==> src/rtl/align_macros.svh <==
`ifndef ALIGN_MACROS_SVH
`define ALIGN_MACROS_SVH

// Cache line geometry
`define ALIGN_LINE_BYTES   16
`define ALIGN_OFFSET_BITS  4

// TLB size
`define ALIGN_TLB_ENTRIES  8
`define ALIGN_TLB_IDX_BITS 3

// Address widths
`define ALIGN_VADDR_BITS   32
`define ALIGN_PAGE_BITS    12
`define ALIGN_PFN_BITS     3

`endif

==> src/rtl/align_pkg.sv <==
`default_nettype none
`include "align_macros.svh"

package align_pkg;

    typedef logic [`ALIGN_VADDR_BITS-1:0]                 vaddr_t;
    typedef logic [`ALIGN_PFN_BITS+`ALIGN_PAGE_BITS-1:0]  paddr_t;
    typedef logic [`ALIGN_VADDR_BITS-`ALIGN_PAGE_BITS-1:0] vpn_t;
    typedef logic [`ALIGN_PFN_BITS-1:0]                   pfn_t;
    typedef logic [`ALIGN_LINE_BYTES*8-1:0]               line_data_t;
    typedef logic [`ALIGN_LINE_BYTES-1:0]                 byte_mask_t;
    // 0..3 encode 1, 2, 4 and 8 bytes
    typedef logic [1:0]                                   size_code_t;
    typedef logic [`ALIGN_OFFSET_BITS:0]                  byte_count_t;

    typedef struct packed {
        vaddr_t     vaddr;
        size_code_t size;
        logic       rd;
        logic       wr;
        logic       from_bus;
        line_data_t data;
        logic       valid;
    } mem_req_t;

    typedef struct packed {
        vpn_t vpn;
        pfn_t pfn;
        logic valid;
        logic present;
        logic rw;
        logic pcd;
    } tlb_entry_t;

    typedef struct packed {
        vaddr_t     vaddr;
        paddr_t     paddr;
        byte_mask_t mask;
        line_data_t data;
        logic       rd;
        logic       wr;
        logic       from_bus;
        logic       valid;
    } line_part_t;

endpackage

`default_nettype wire

==> src/rtl/line_splitter.sv <==
`timescale 1ns/1ps
`default_nettype none
`include "align_macros.svh"

module line_splitter (
    input  align_pkg::mem_req_t    req,
    output align_pkg::vaddr_t      second_vaddr,
    output align_pkg::byte_count_t bytes0,
    output align_pkg::byte_count_t bytes1,
    output logic                   split
);
    import align_pkg::*;

    localparam byte_count_t line_bytes = byte_count_t'(`ALIGN_LINE_BYTES);

    logic [`ALIGN_OFFSET_BITS-1:0] offset;
    byte_count_t size_bytes;
    byte_count_t room;
    byte_count_t end_pos;

    assign offset = req.vaddr[`ALIGN_OFFSET_BITS-1:0];

    always_comb begin
        case (req.size)
            2'd0:    size_bytes = byte_count_t'(1);
            2'd1:    size_bytes = byte_count_t'(2);
            2'd2:    size_bytes = byte_count_t'(4);
            default: size_bytes = byte_count_t'(8);
        endcase
    end

    // Bytes left in the first line
    assign room    = line_bytes - byte_count_t'(offset);
    assign end_pos = byte_count_t'(offset) + size_bytes;
    assign split   = (end_pos > line_bytes) && !req.from_bus;

    // Bus fills always take the whole line
    always_comb begin
        if (req.from_bus) begin
            bytes0 = line_bytes;
        end else if (size_bytes < room) begin
            bytes0 = size_bytes;
        end else begin
            bytes0 = room;
        end
    end

    assign bytes1 = split ? end_pos - line_bytes : '0;

    assign second_vaddr = {req.vaddr[$bits(vaddr_t)-1:`ALIGN_OFFSET_BITS],
                           `ALIGN_OFFSET_BITS'(0)} + vaddr_t'(`ALIGN_LINE_BYTES);

endmodule

`default_nettype wire

==> src/rtl/byte_mask_gen.sv <==
`timescale 1ns/1ps
`default_nettype none
`include "align_macros.svh"

module byte_mask_gen (
    input  logic [`ALIGN_OFFSET_BITS-1:0] offset,
    input  align_pkg::byte_count_t        bytes0,
    input  align_pkg::byte_count_t        bytes1,
    input  logic                          from_bus,
    output align_pkg::byte_mask_t         mask0,
    output align_pkg::byte_mask_t         mask1
);
    import align_pkg::*;

    // Run of n ones from lane 0, n may be a full line
    function automatic byte_mask_t low_ones(byte_count_t n);
        logic [$bits(byte_mask_t):0] run;
        run = ({{$bits(byte_mask_t){1'b0}}, 1'b1} << n) - 1'b1;
        return run[$bits(byte_mask_t)-1:0];
    endfunction

    byte_mask_t run0;
    byte_mask_t run1;

    assign run0 = low_ones(bytes0);
    assign run1 = low_ones(bytes1);

    // bytes0 never exceeds the room above offset, so no lanes fall off
    assign mask0 = from_bus ? '1 : run0 << offset;
    assign mask1 = from_bus ? '0 : run1;

    // Split sizes from the splitter must add up to one access of at most 8 bytes
    mask_span_ok: assert final (from_bus
                                || ($countones(mask0) + $countones(mask1) <= 8))
        else $error("byte masks cover more than 8 lanes");

endmodule

`default_nettype wire

==> src/rtl/data_rotator.sv <==
`timescale 1ns/1ps
`default_nettype none
`include "align_macros.svh"

module data_rotator (
    input  align_pkg::line_data_t         data,
    input  logic [`ALIGN_OFFSET_BITS-1:0] offset,
    input  align_pkg::byte_count_t        bytes0,
    input  logic                          from_bus,
    output align_pkg::line_data_t         data0,
    output align_pkg::line_data_t         data1
);
    import align_pkg::*;

    localparam int line_bits = $bits(line_data_t);

    logic [2*line_bits-1:0] doubled;
    logic [2*line_bits-1:0] shifted;
    line_data_t             remainder;

    // Rotate left by offset lanes using a doubled copy
    assign doubled = {data, data};
    assign shifted = doubled << {offset, 3'b000};

    // Bytes that did not fit in part 0 move down to lane 0
    assign remainder = data >> {bytes0, 3'b000};

    assign data0 = from_bus ? data : shifted[2*line_bits-1:line_bits];
    assign data1 = from_bus ? '0 : remainder;

endmodule

`default_nettype wire

==> src/rtl/tlb_lookup.sv <==
`timescale 1ns/1ps
`default_nettype none
`include "align_macros.svh"

module tlb_lookup (
    input  logic                           clk,
    input  logic                           reset,
    input  logic                           wr,
    input  logic [`ALIGN_TLB_IDX_BITS-1:0] idx,
    input  align_pkg::tlb_entry_t          entry,
    input  align_pkg::vaddr_t              vaddr0,
    input  align_pkg::vaddr_t              vaddr1,
    input  logic                           en1,
    input  logic                           write,
    output align_pkg::pfn_t                pfn0,
    output align_pkg::pfn_t                pfn1,
    output logic                           hit0,
    output logic                           hit1,
    output logic                           prot0,
    output logic                           prot1,
    output logic                           pcd0,
    output logic                           pcd1
);
    import align_pkg::*;

    tlb_entry_t                    entries [`ALIGN_TLB_ENTRIES];
    vpn_t                          vpn0;
    vpn_t                          vpn1;
    tlb_entry_t                    sel0;
    tlb_entry_t                    sel1;
    logic [`ALIGN_TLB_ENTRIES-1:0] same_vpn0;

    function automatic logic usable(tlb_entry_t e, vpn_t vpn);
        return e.valid && e.present && (e.vpn == vpn);
    endfunction

    // Lookups in the write cycle still see the old entry
    always_ff @(posedge clk) begin
        if (reset) begin
            for (int i = 0; i < `ALIGN_TLB_ENTRIES; i++) begin
                entries[i].valid <= 1'b0;
            end
        end else if (wr) begin
            entries[idx] <= entry;
        end
    end

    assign vpn0 = vaddr0[$bits(vaddr_t)-1:`ALIGN_PAGE_BITS];
    assign vpn1 = vaddr1[$bits(vaddr_t)-1:`ALIGN_PAGE_BITS];

    // At most one entry matches, so OR-ing the matches selects it
    always_comb begin
        sel0 = '0;
        sel1 = '0;
        for (int i = 0; i < `ALIGN_TLB_ENTRIES; i++) begin
            same_vpn0[i] = entries[i].valid && (entries[i].vpn == vpn0);
            if (usable(entries[i], vpn0)) begin
                sel0 = sel0 | entries[i];
            end
            if (usable(entries[i], vpn1)) begin
                sel1 = sel1 | entries[i];
            end
        end
    end

    assign hit0  = sel0.valid;
    assign pfn0  = sel0.pfn;
    assign prot0 = sel0.valid && write && !sel0.rw;
    assign pcd0  = sel0.valid && sel0.pcd;

    // Disabled port reads as a clean hit
    assign hit1  = en1 ? sel1.valid : 1'b1;
    assign pfn1  = sel1.pfn;
    assign prot1 = en1 && sel1.valid && write && !sel1.rw;
    assign pcd1  = en1 && sel1.valid && sel1.pcd;

    unique_vpn0: assert property (@(posedge clk) disable iff (reset) $onehot0(same_vpn0))
        else $error("two valid TLB entries share a vpn");

endmodule

`default_nettype wire

==> src/rtl/access_align_ctrl.sv <==
`timescale 1ns/1ps
`default_nettype none
`include "align_macros.svh"

module access_align_ctrl (
    input  logic                  clk,
    input  logic                  reset,
    input  align_pkg::mem_req_t   req,
    input  logic                  split,
    input  align_pkg::vaddr_t     second_vaddr,
    input  align_pkg::byte_mask_t mask0,
    input  align_pkg::byte_mask_t mask1,
    input  align_pkg::line_data_t data0,
    input  align_pkg::line_data_t data1,
    input  align_pkg::pfn_t       pfn0,
    input  align_pkg::pfn_t       pfn1,
    input  logic                  hit0,
    input  logic                  hit1,
    input  logic                  prot0,
    input  logic                  prot1,
    input  logic                  pcd0,
    input  logic                  pcd1,
    output align_pkg::line_part_t part0,
    output align_pkg::line_part_t part1,
    output logic                  need_second,
    output logic                  tlb_miss,
    output logic                  tlb_hit,
    output logic                  prot_fault,
    output logic                  pcd
);
    import align_pkg::*;

    line_part_t part0_d;
    line_part_t part1_d;
    line_part_t part0_q;
    line_part_t part1_q;
    logic       miss_d;
    logic       fault_d;
    logic       abort;
    logic       valid0_q;
    logic       valid1_q;

    assign miss_d  = req.valid && !(hit0 && hit1);
    assign fault_d = req.valid && (prot0 || prot1);
    assign abort   = miss_d || fault_d;

    always_comb begin
        part0_d.vaddr    = req.vaddr;
        part0_d.paddr    = {pfn0, req.vaddr[`ALIGN_PAGE_BITS-1:0]};
        part0_d.mask     = mask0;
        part0_d.data     = data0;
        part0_d.rd       = req.rd;
        part0_d.wr       = req.wr;
        part0_d.from_bus = req.from_bus;
        part0_d.valid    = req.valid && !abort;

        part1_d.vaddr    = second_vaddr;
        part1_d.paddr    = {pfn1, second_vaddr[`ALIGN_PAGE_BITS-1:0]};
        part1_d.mask     = mask1;
        part1_d.data     = data1;
        part1_d.rd       = req.rd;
        part1_d.wr       = req.wr;
        part1_d.from_bus = req.from_bus;
        part1_d.valid    = req.valid && split && !abort;
    end

    always_ff @(posedge clk) begin
        if (reset) begin
            valid0_q   <= 1'b0;
            valid1_q   <= 1'b0;
            tlb_miss   <= 1'b0;
            tlb_hit    <= 1'b0;
            prot_fault <= 1'b0;
            pcd        <= 1'b0;
        end else begin
            valid0_q   <= part0_d.valid;
            valid1_q   <= part1_d.valid;
            tlb_miss   <= miss_d;
            tlb_hit    <= req.valid && hit0 && hit1;
            prot_fault <= fault_d;
            pcd        <= req.valid && (pcd0 || pcd1);
        end
    end

    // Line payload
    always_ff @(posedge clk) begin
        part0_q <= part0_d;
        part1_q <= part1_d;
    end

    always_comb begin
        part0       = part0_q;
        part0.valid = valid0_q;
        part1       = part1_q;
        part1.valid = valid1_q;
    end

    assign need_second = valid1_q;

    part1_needs_part0: assert property (@(posedge clk) disable iff (reset)
        part1.valid |-> part0.valid)
        else $error("second part valid without first part");

    miss_hit_exclusive: assert property (@(posedge clk) disable iff (reset)
        !(tlb_miss && tlb_hit))
        else $error("tlb_miss and tlb_hit both set");

endmodule

`default_nettype wire

==> src/rtl/access_align.sv <==
`timescale 1ns/1ps
`default_nettype none
`include "align_macros.svh"

module access_align (
    input  logic                           clk,
    input  logic                           reset,
    input  align_pkg::mem_req_t            req,
    input  logic                           tlb_wr,
    input  logic [`ALIGN_TLB_IDX_BITS-1:0] tlb_idx,
    input  align_pkg::tlb_entry_t          tlb_entry,
    output align_pkg::line_part_t          part0,
    output align_pkg::line_part_t          part1,
    output logic                           need_second,
    output logic                           tlb_miss,
    output logic                           tlb_hit,
    output logic                           prot_fault,
    output logic                           pcd
);
    import align_pkg::*;

    vaddr_t      second_vaddr;
    byte_count_t bytes0;
    byte_count_t bytes1;
    logic        split;
    byte_mask_t  mask0;
    byte_mask_t  mask1;
    line_data_t  data0;
    line_data_t  data1;
    pfn_t        pfn0;
    pfn_t        pfn1;
    logic        hit0;
    logic        hit1;
    logic        prot0;
    logic        prot1;
    logic        pcd0;
    logic        pcd1;

    line_splitter u_splitter (
        .req          (req),
        .second_vaddr (second_vaddr),
        .bytes0       (bytes0),
        .bytes1       (bytes1),
        .split        (split)
    );

    byte_mask_gen u_mask (
        .offset   (req.vaddr[`ALIGN_OFFSET_BITS-1:0]),
        .bytes0   (bytes0),
        .bytes1   (bytes1),
        .from_bus (req.from_bus),
        .mask0    (mask0),
        .mask1    (mask1)
    );

    data_rotator u_rotator (
        .data     (req.data),
        .offset   (req.vaddr[`ALIGN_OFFSET_BITS-1:0]),
        .bytes0   (bytes0),
        .from_bus (req.from_bus),
        .data0    (data0),
        .data1    (data1)
    );

    // Port 1 only matters for a split access
    tlb_lookup u_tlb (
        .clk    (clk),
        .reset  (reset),
        .wr     (tlb_wr),
        .idx    (tlb_idx),
        .entry  (tlb_entry),
        .vaddr0 (req.vaddr),
        .vaddr1 (second_vaddr),
        .en1    (split),
        .write  (req.wr),
        .pfn0   (pfn0),
        .pfn1   (pfn1),
        .hit0   (hit0),
        .hit1   (hit1),
        .prot0  (prot0),
        .prot1  (prot1),
        .pcd0   (pcd0),
        .pcd1   (pcd1)
    );

    access_align_ctrl u_ctrl (
        .clk          (clk),
        .reset        (reset),
        .req          (req),
        .split        (split),
        .second_vaddr (second_vaddr),
        .mask0        (mask0),
        .mask1        (mask1),
        .data0        (data0),
        .data1        (data1),
        .pfn0         (pfn0),
        .pfn1         (pfn1),
        .hit0         (hit0),
        .hit1         (hit1),
        .prot0        (prot0),
        .prot1        (prot1),
        .pcd0         (pcd0),
        .pcd1         (pcd1),
        .part0        (part0),
        .part1        (part1),
        .need_second  (need_second),
        .tlb_miss     (tlb_miss),
        .tlb_hit      (tlb_hit),
        .prot_fault   (prot_fault),
        .pcd          (pcd)
    );

endmodule

`default_nettype wire

==> config.mk <==
export PLATFORM = sky130hd
export DESIGN_NAME = access_align
export DESIGN_NICKNAME = d
export VERILOG_FILES = /design/src/rtl/align_pkg.sv /design/src/rtl/line_splitter.sv /design/src/rtl/byte_mask_gen.sv /design/src/rtl/data_rotator.sv /design/src/rtl/tlb_lookup.sv /design/src/rtl/access_align_ctrl.sv /design/src/rtl/access_align.sv
export VERILOG_INCLUDE_DIRS = /design/src /design/src/rtl
export SDC_FILE = /design/constraint.sdc
export NUM_CORES = 2
export LEC_CHECK = 0
export CELL_PAD_IN_SITES_DETAIL_PLACEMENT = 0
export CELL_PAD_IN_SITES_GLOBAL_PLACEMENT = 1
export CORE_ASPECT_RATIO = 0.9
export CORE_MARGIN = 5
export CORE_UTILIZATION = 46
export DETAILED_ROUTE_END_ITERATION = 8
export DONT_BUFFER_PORTS = 1
export PLACE_DENSITY = 0.77
export SYNTH_ARGS = -nofsm -noshare
export SYNTH_HDL_FRONTEND = slang
export SYNTH_HIERARCHICAL = 1
export SYNTH_SLANG_ARGS = --single-unit
export TNS_END_PERCENT = 50
==> constraint.sdc <==
create_clock -name clk -period 3.9 [get_ports clk]
set_clock_uncertainty 0.2 [all_clocks]
set_input_delay 0 -clock clk [delete_from_list [all_inputs] [get_ports clk]]
set_output_delay 0 -clock clk [all_outputs]
set_load 0.05 [all_outputs]
==> qor.csv <==
stage;metric;value;unit
drt;via count;28617;
floorplan;FP Rows;92;
global_route;vias in the first global route;27226;
synthesis;Avg Cell Area, Syn;11.7;µm²
worst_setup_path;Crit path required time;4.31;ns
sta;post-route minimum period;3.85;ns
placed_design;DP Area;0.0337;mm²
worst_setup_path;critical path capture point type;flip-flop;
drt;met2 WL;59.6;mm
clock_tree;CTS tree;built;
drt;Met1 Wirelength;61.7;mm
floorplan;die height;263;µm
worst_setup_path;critical path's largest stage delay;0.60;ns
sta;setup TNS;0;ns
floorplan;die area;0.0767;mm²
synthesis;Yosys warning count;6;
global_route;GR Overflow Total;0;
worst_setup_path;Setup crit start kind;flip-flop;
floorplan;IO Pins;594;
sta;worst hold slack;0.0158;ns
status;status;finished, final reports clean;
layout;Design Area, Final;0.0410;mm²
placed_design;Port Buffers;0;
synthesis;Seq/Total Area, Yosys;42.2;%
clock_tree;Worst-path clk slew;0.06;ns
worst_setup_path;worst endpoint data arrival time;4.26;ns
sta;period utilisation layout;98.7;%
layout;nets@finish;3429;
clock_tree;clock buffer depth;3;
sta;Final setup viols;0;
drt;final wirelength;155;mm
global_route;All-Layer GR Usage;38.5;%
drt;WL/cell;36.4;µm
sta;final hold viol count;0;
global_route;largest net degree at the start of global routing;215;
sta;Slew @ Worst Pin;1.21;ns
synthesis;Mapped Cells;2810;
global_route;first-pass GRT wire length;215;mm
floorplan;Initial Utilization;46.6;%
synthesis;Post-synth ARST share;0;%
clock_tree;clk sink count;583;
sta;max_slew headroom;19.6;%
synthesis;EDFF count, synth;216;
worst_setup_path;critical path's most frequent cell;dlygate4sd3_1;
sta;fmax;260;MHz
clock_tree;H-tree depth;2;
global_route;antenna violations before repair;48;
layout;layout cells sized above 1;18.6;%
clock_tree;root buffer cell;clkbuf_16;
worst_setup_path;CP Cell Sequence;xor2_1 -> nor4_1 -> nand4_1 -> dlygate4sd3_1 -> nor4_2 -> dlygate4sd3_1 -> buf_4 -> a22oi_1 -> nand3_1 -> dlygate4sd3_1;
power;Leak;0.0150;µW
sta;Worst Slack Setup Final;0.0511;ns
clock_tree;CTS Buf Count;60;
placed_design;Final Wtd Congestion;0.999;
layout;Sequential Area;0.0138;mm²
synthesis;mapped cell area;0.0328;mm²
placed_design;DP Worst Slack;-0.275;ns
synthesis;top_reg_cell synth;dfxtp_1;
clock_tree;clk_lat worst skew;0.68;ns
worst_setup_path;critical path class;reg -> reg;
sta;fin. max-slew vios;0;
placed_design;HPWL Detailed;100;mm
run;Maximum Capacitance Violations;0;
drt;top sig layer;met5;
synthesis;library cells used by synthesis;86;
worst_setup_path;CP top delay family;buffers and inverters;
worst_setup_path;Crit path buffers/inverters;4;
worst_setup_path;CP max stage cell;dlygate4sd3_1;
layout;Area Growth Syn to Fin;25.0;%
floorplan;Core ar.;0.0703;mm²
synthesis;Area contributors post-synth;dfxtp_1 22%, edfxtp_1 20%, mux4_2 11%, mux2i_1 10%, xnor2_1 5.6%;
layout;fillers;5703;
power;Peak supply drop;0.434;mV
worst_setup_path;Crit Path Max Fanout;6;
floorplan;DIE WIDTH;291;µm
drt;post-DR vias/cell;6.72;
synthesis;Seq cells post-synth;583;
min_path;worst hold path type;in -> reg;
drt;DR pass1 iterations;7;
synthesis;Synth top area share;22.4;%
synthesis;Synth area leader;dfxtp_1;
drt;Initial DRC Count;4628;
layout;Multi-input gate area;0.0176;mm²
drt;DRC;0;
drt;routed wl met3;26.4;mm
drt;antenna viol nets, final;0;
power;power per cell area;441;mW/mm²
## per-layer routing
layer  global-route usage (%)  up-vias
met1                     54.2    14298
met3                     19.7      462
met2                     50.5     2534
met4                     13.7       10
li1                         -    11313
met5                    0.750        -
## layout make-up
class,instances,area share [%]
multi-input cells,1957,43.1
flip-flops and latches,583,33.8
repair buffers,596,14.6
clock buffers,84,4.31
well taps,940,2.87
clock inverters,30,0.885
diodes,48,0.293
inverters,21,0.198
## worst register-to-register path, stage by stage, from the launching register on
cell and delay [ns]:
edfxtp_1 0.45, xor2_1 0.19, nor4_1 0.42, nand4_1 0.14, dlygate4sd3_1 0.60, nor4_2 0.22, dlygate4sd3_1 0.59, buf_4 0.19
a22oi_1 0.11, nand3_1 0.09, dlygate4sd3_1 0.57
## what timing repair did
action / in CTS / in global routing
hold endpoints to repair: 791 / 6
resized for setup: 0 / 23
hold buffers: 469 / 6
buffers inserted: 0 / 3
setup endpoints to repair: 0 / 21
## flip-flops by register name, indices dropped and copies added, names as in the netlist
signal,count
u_tlb/entries,216
u_ctrl/part1,182
u_ctrl/part0,179
u_ctrl/need_second,1
u_ctrl/pcd,1
u_ctrl/prot_fault,1
u_ctrl/tlb_hit,1
u_ctrl/tlb_miss,1
u_ctrl/valid0_q,1
## cells in the mapped netlist, types with 40 or more instances
| cell | number |
|---|---|
| dfxtp_1 | 367 |
| mux2i_1 | 335 |
| edfxtp_1 | 216 |
| xnor2_1 | 211 |
| nand2_1 | 197 |
| mux4_2 | 163 |
| xor2_1 | 140 |
| mux2_2 | 130 |
| o21ai_1 | 100 |
| nor2_1 | 99 |
| clkbuf_1 | 94 |
| nand4_1 | 65 |
| buf_2 | 59 |
| o21ai_0 | 55 |
| buf_4 | 54 |
| o22ai_1 | 41 |
| a21oi_1 | 40 |
| nor4_1 | 40 |
## power breakdown
| group | switching (µW) | internal (µW) |
|---|---|---|
| clock network | 2650 | 3480 |
| registers | 1560 | 6700 |
| logic | 2020 | 1650 |
| total | 6230 | 11800 |
## worst paths after layout
path                                            from           endpoint  slack (ns)  cells after the start
worst max-delay path            u_tlb/entries[4][23]  u_ctrl/part0[160]        0.05                     10
worst min-delay path                        req[154]  u_ctrl/part0[183]        0.02                      1
worst max register to register  u_tlb/entries[4][23]  u_ctrl/part0[160]        0.05                     10
worst min register to register   u_tlb/entries[6][5]  u_ctrl/part0[161]        0.32                      2
## kinds of logic (layout without fill, tap and decap cells)
family | after synthesis | after routing | synth area share (%)
flip-flops | 583 | 583 | 42.2
buffers and inverters | 274 | 731 | 4.62
adder cells (fa/ha/maj) | 13 | 13 | 0.507
multiplexers | 635 | 635 | 26.4
AO/OA/AOI/OAI | 372 | 372 | 7.14
other | 1 | 53 | 0.0114
AND/OR/NAND/NOR | 579 | 579 | 9.62
XOR/XNOR | 353 | 353 | 9.47
## cell usage in the layout, fill, tap and decap left out, types with 41 or more instances in the layout
cell / instances
buf_4: 107
clkbuf_16: 65
dfxtp_1: 367
diode_2: 48
dlygate4sd3_1: 460
edfxtp_1: 216
mux2_2: 130
mux2i_1: 335
mux4_2: 164
nand2_1: 197
nand4_1: 65
nor2_1: 90
o21ai_0: 55
o21ai_1: 100
o22ai_1: 41
xnor2_1: 210
xor2_1: 137
## stage by stage
step / cells / power (µW) / utilization (%)
after floorplan: 2814 / 10200 / -
after global placement: 3620 / 10800 / 47.9
after detailed placement: 3620 / 10800 / 47.9
after CTS: 4203 / 17900 / 57.8
after global routing: 4232 / 18500 / 58.2
final: 4259 / 18100 / 58.3
Note: power is estimated with default switching activity, not from simulation.
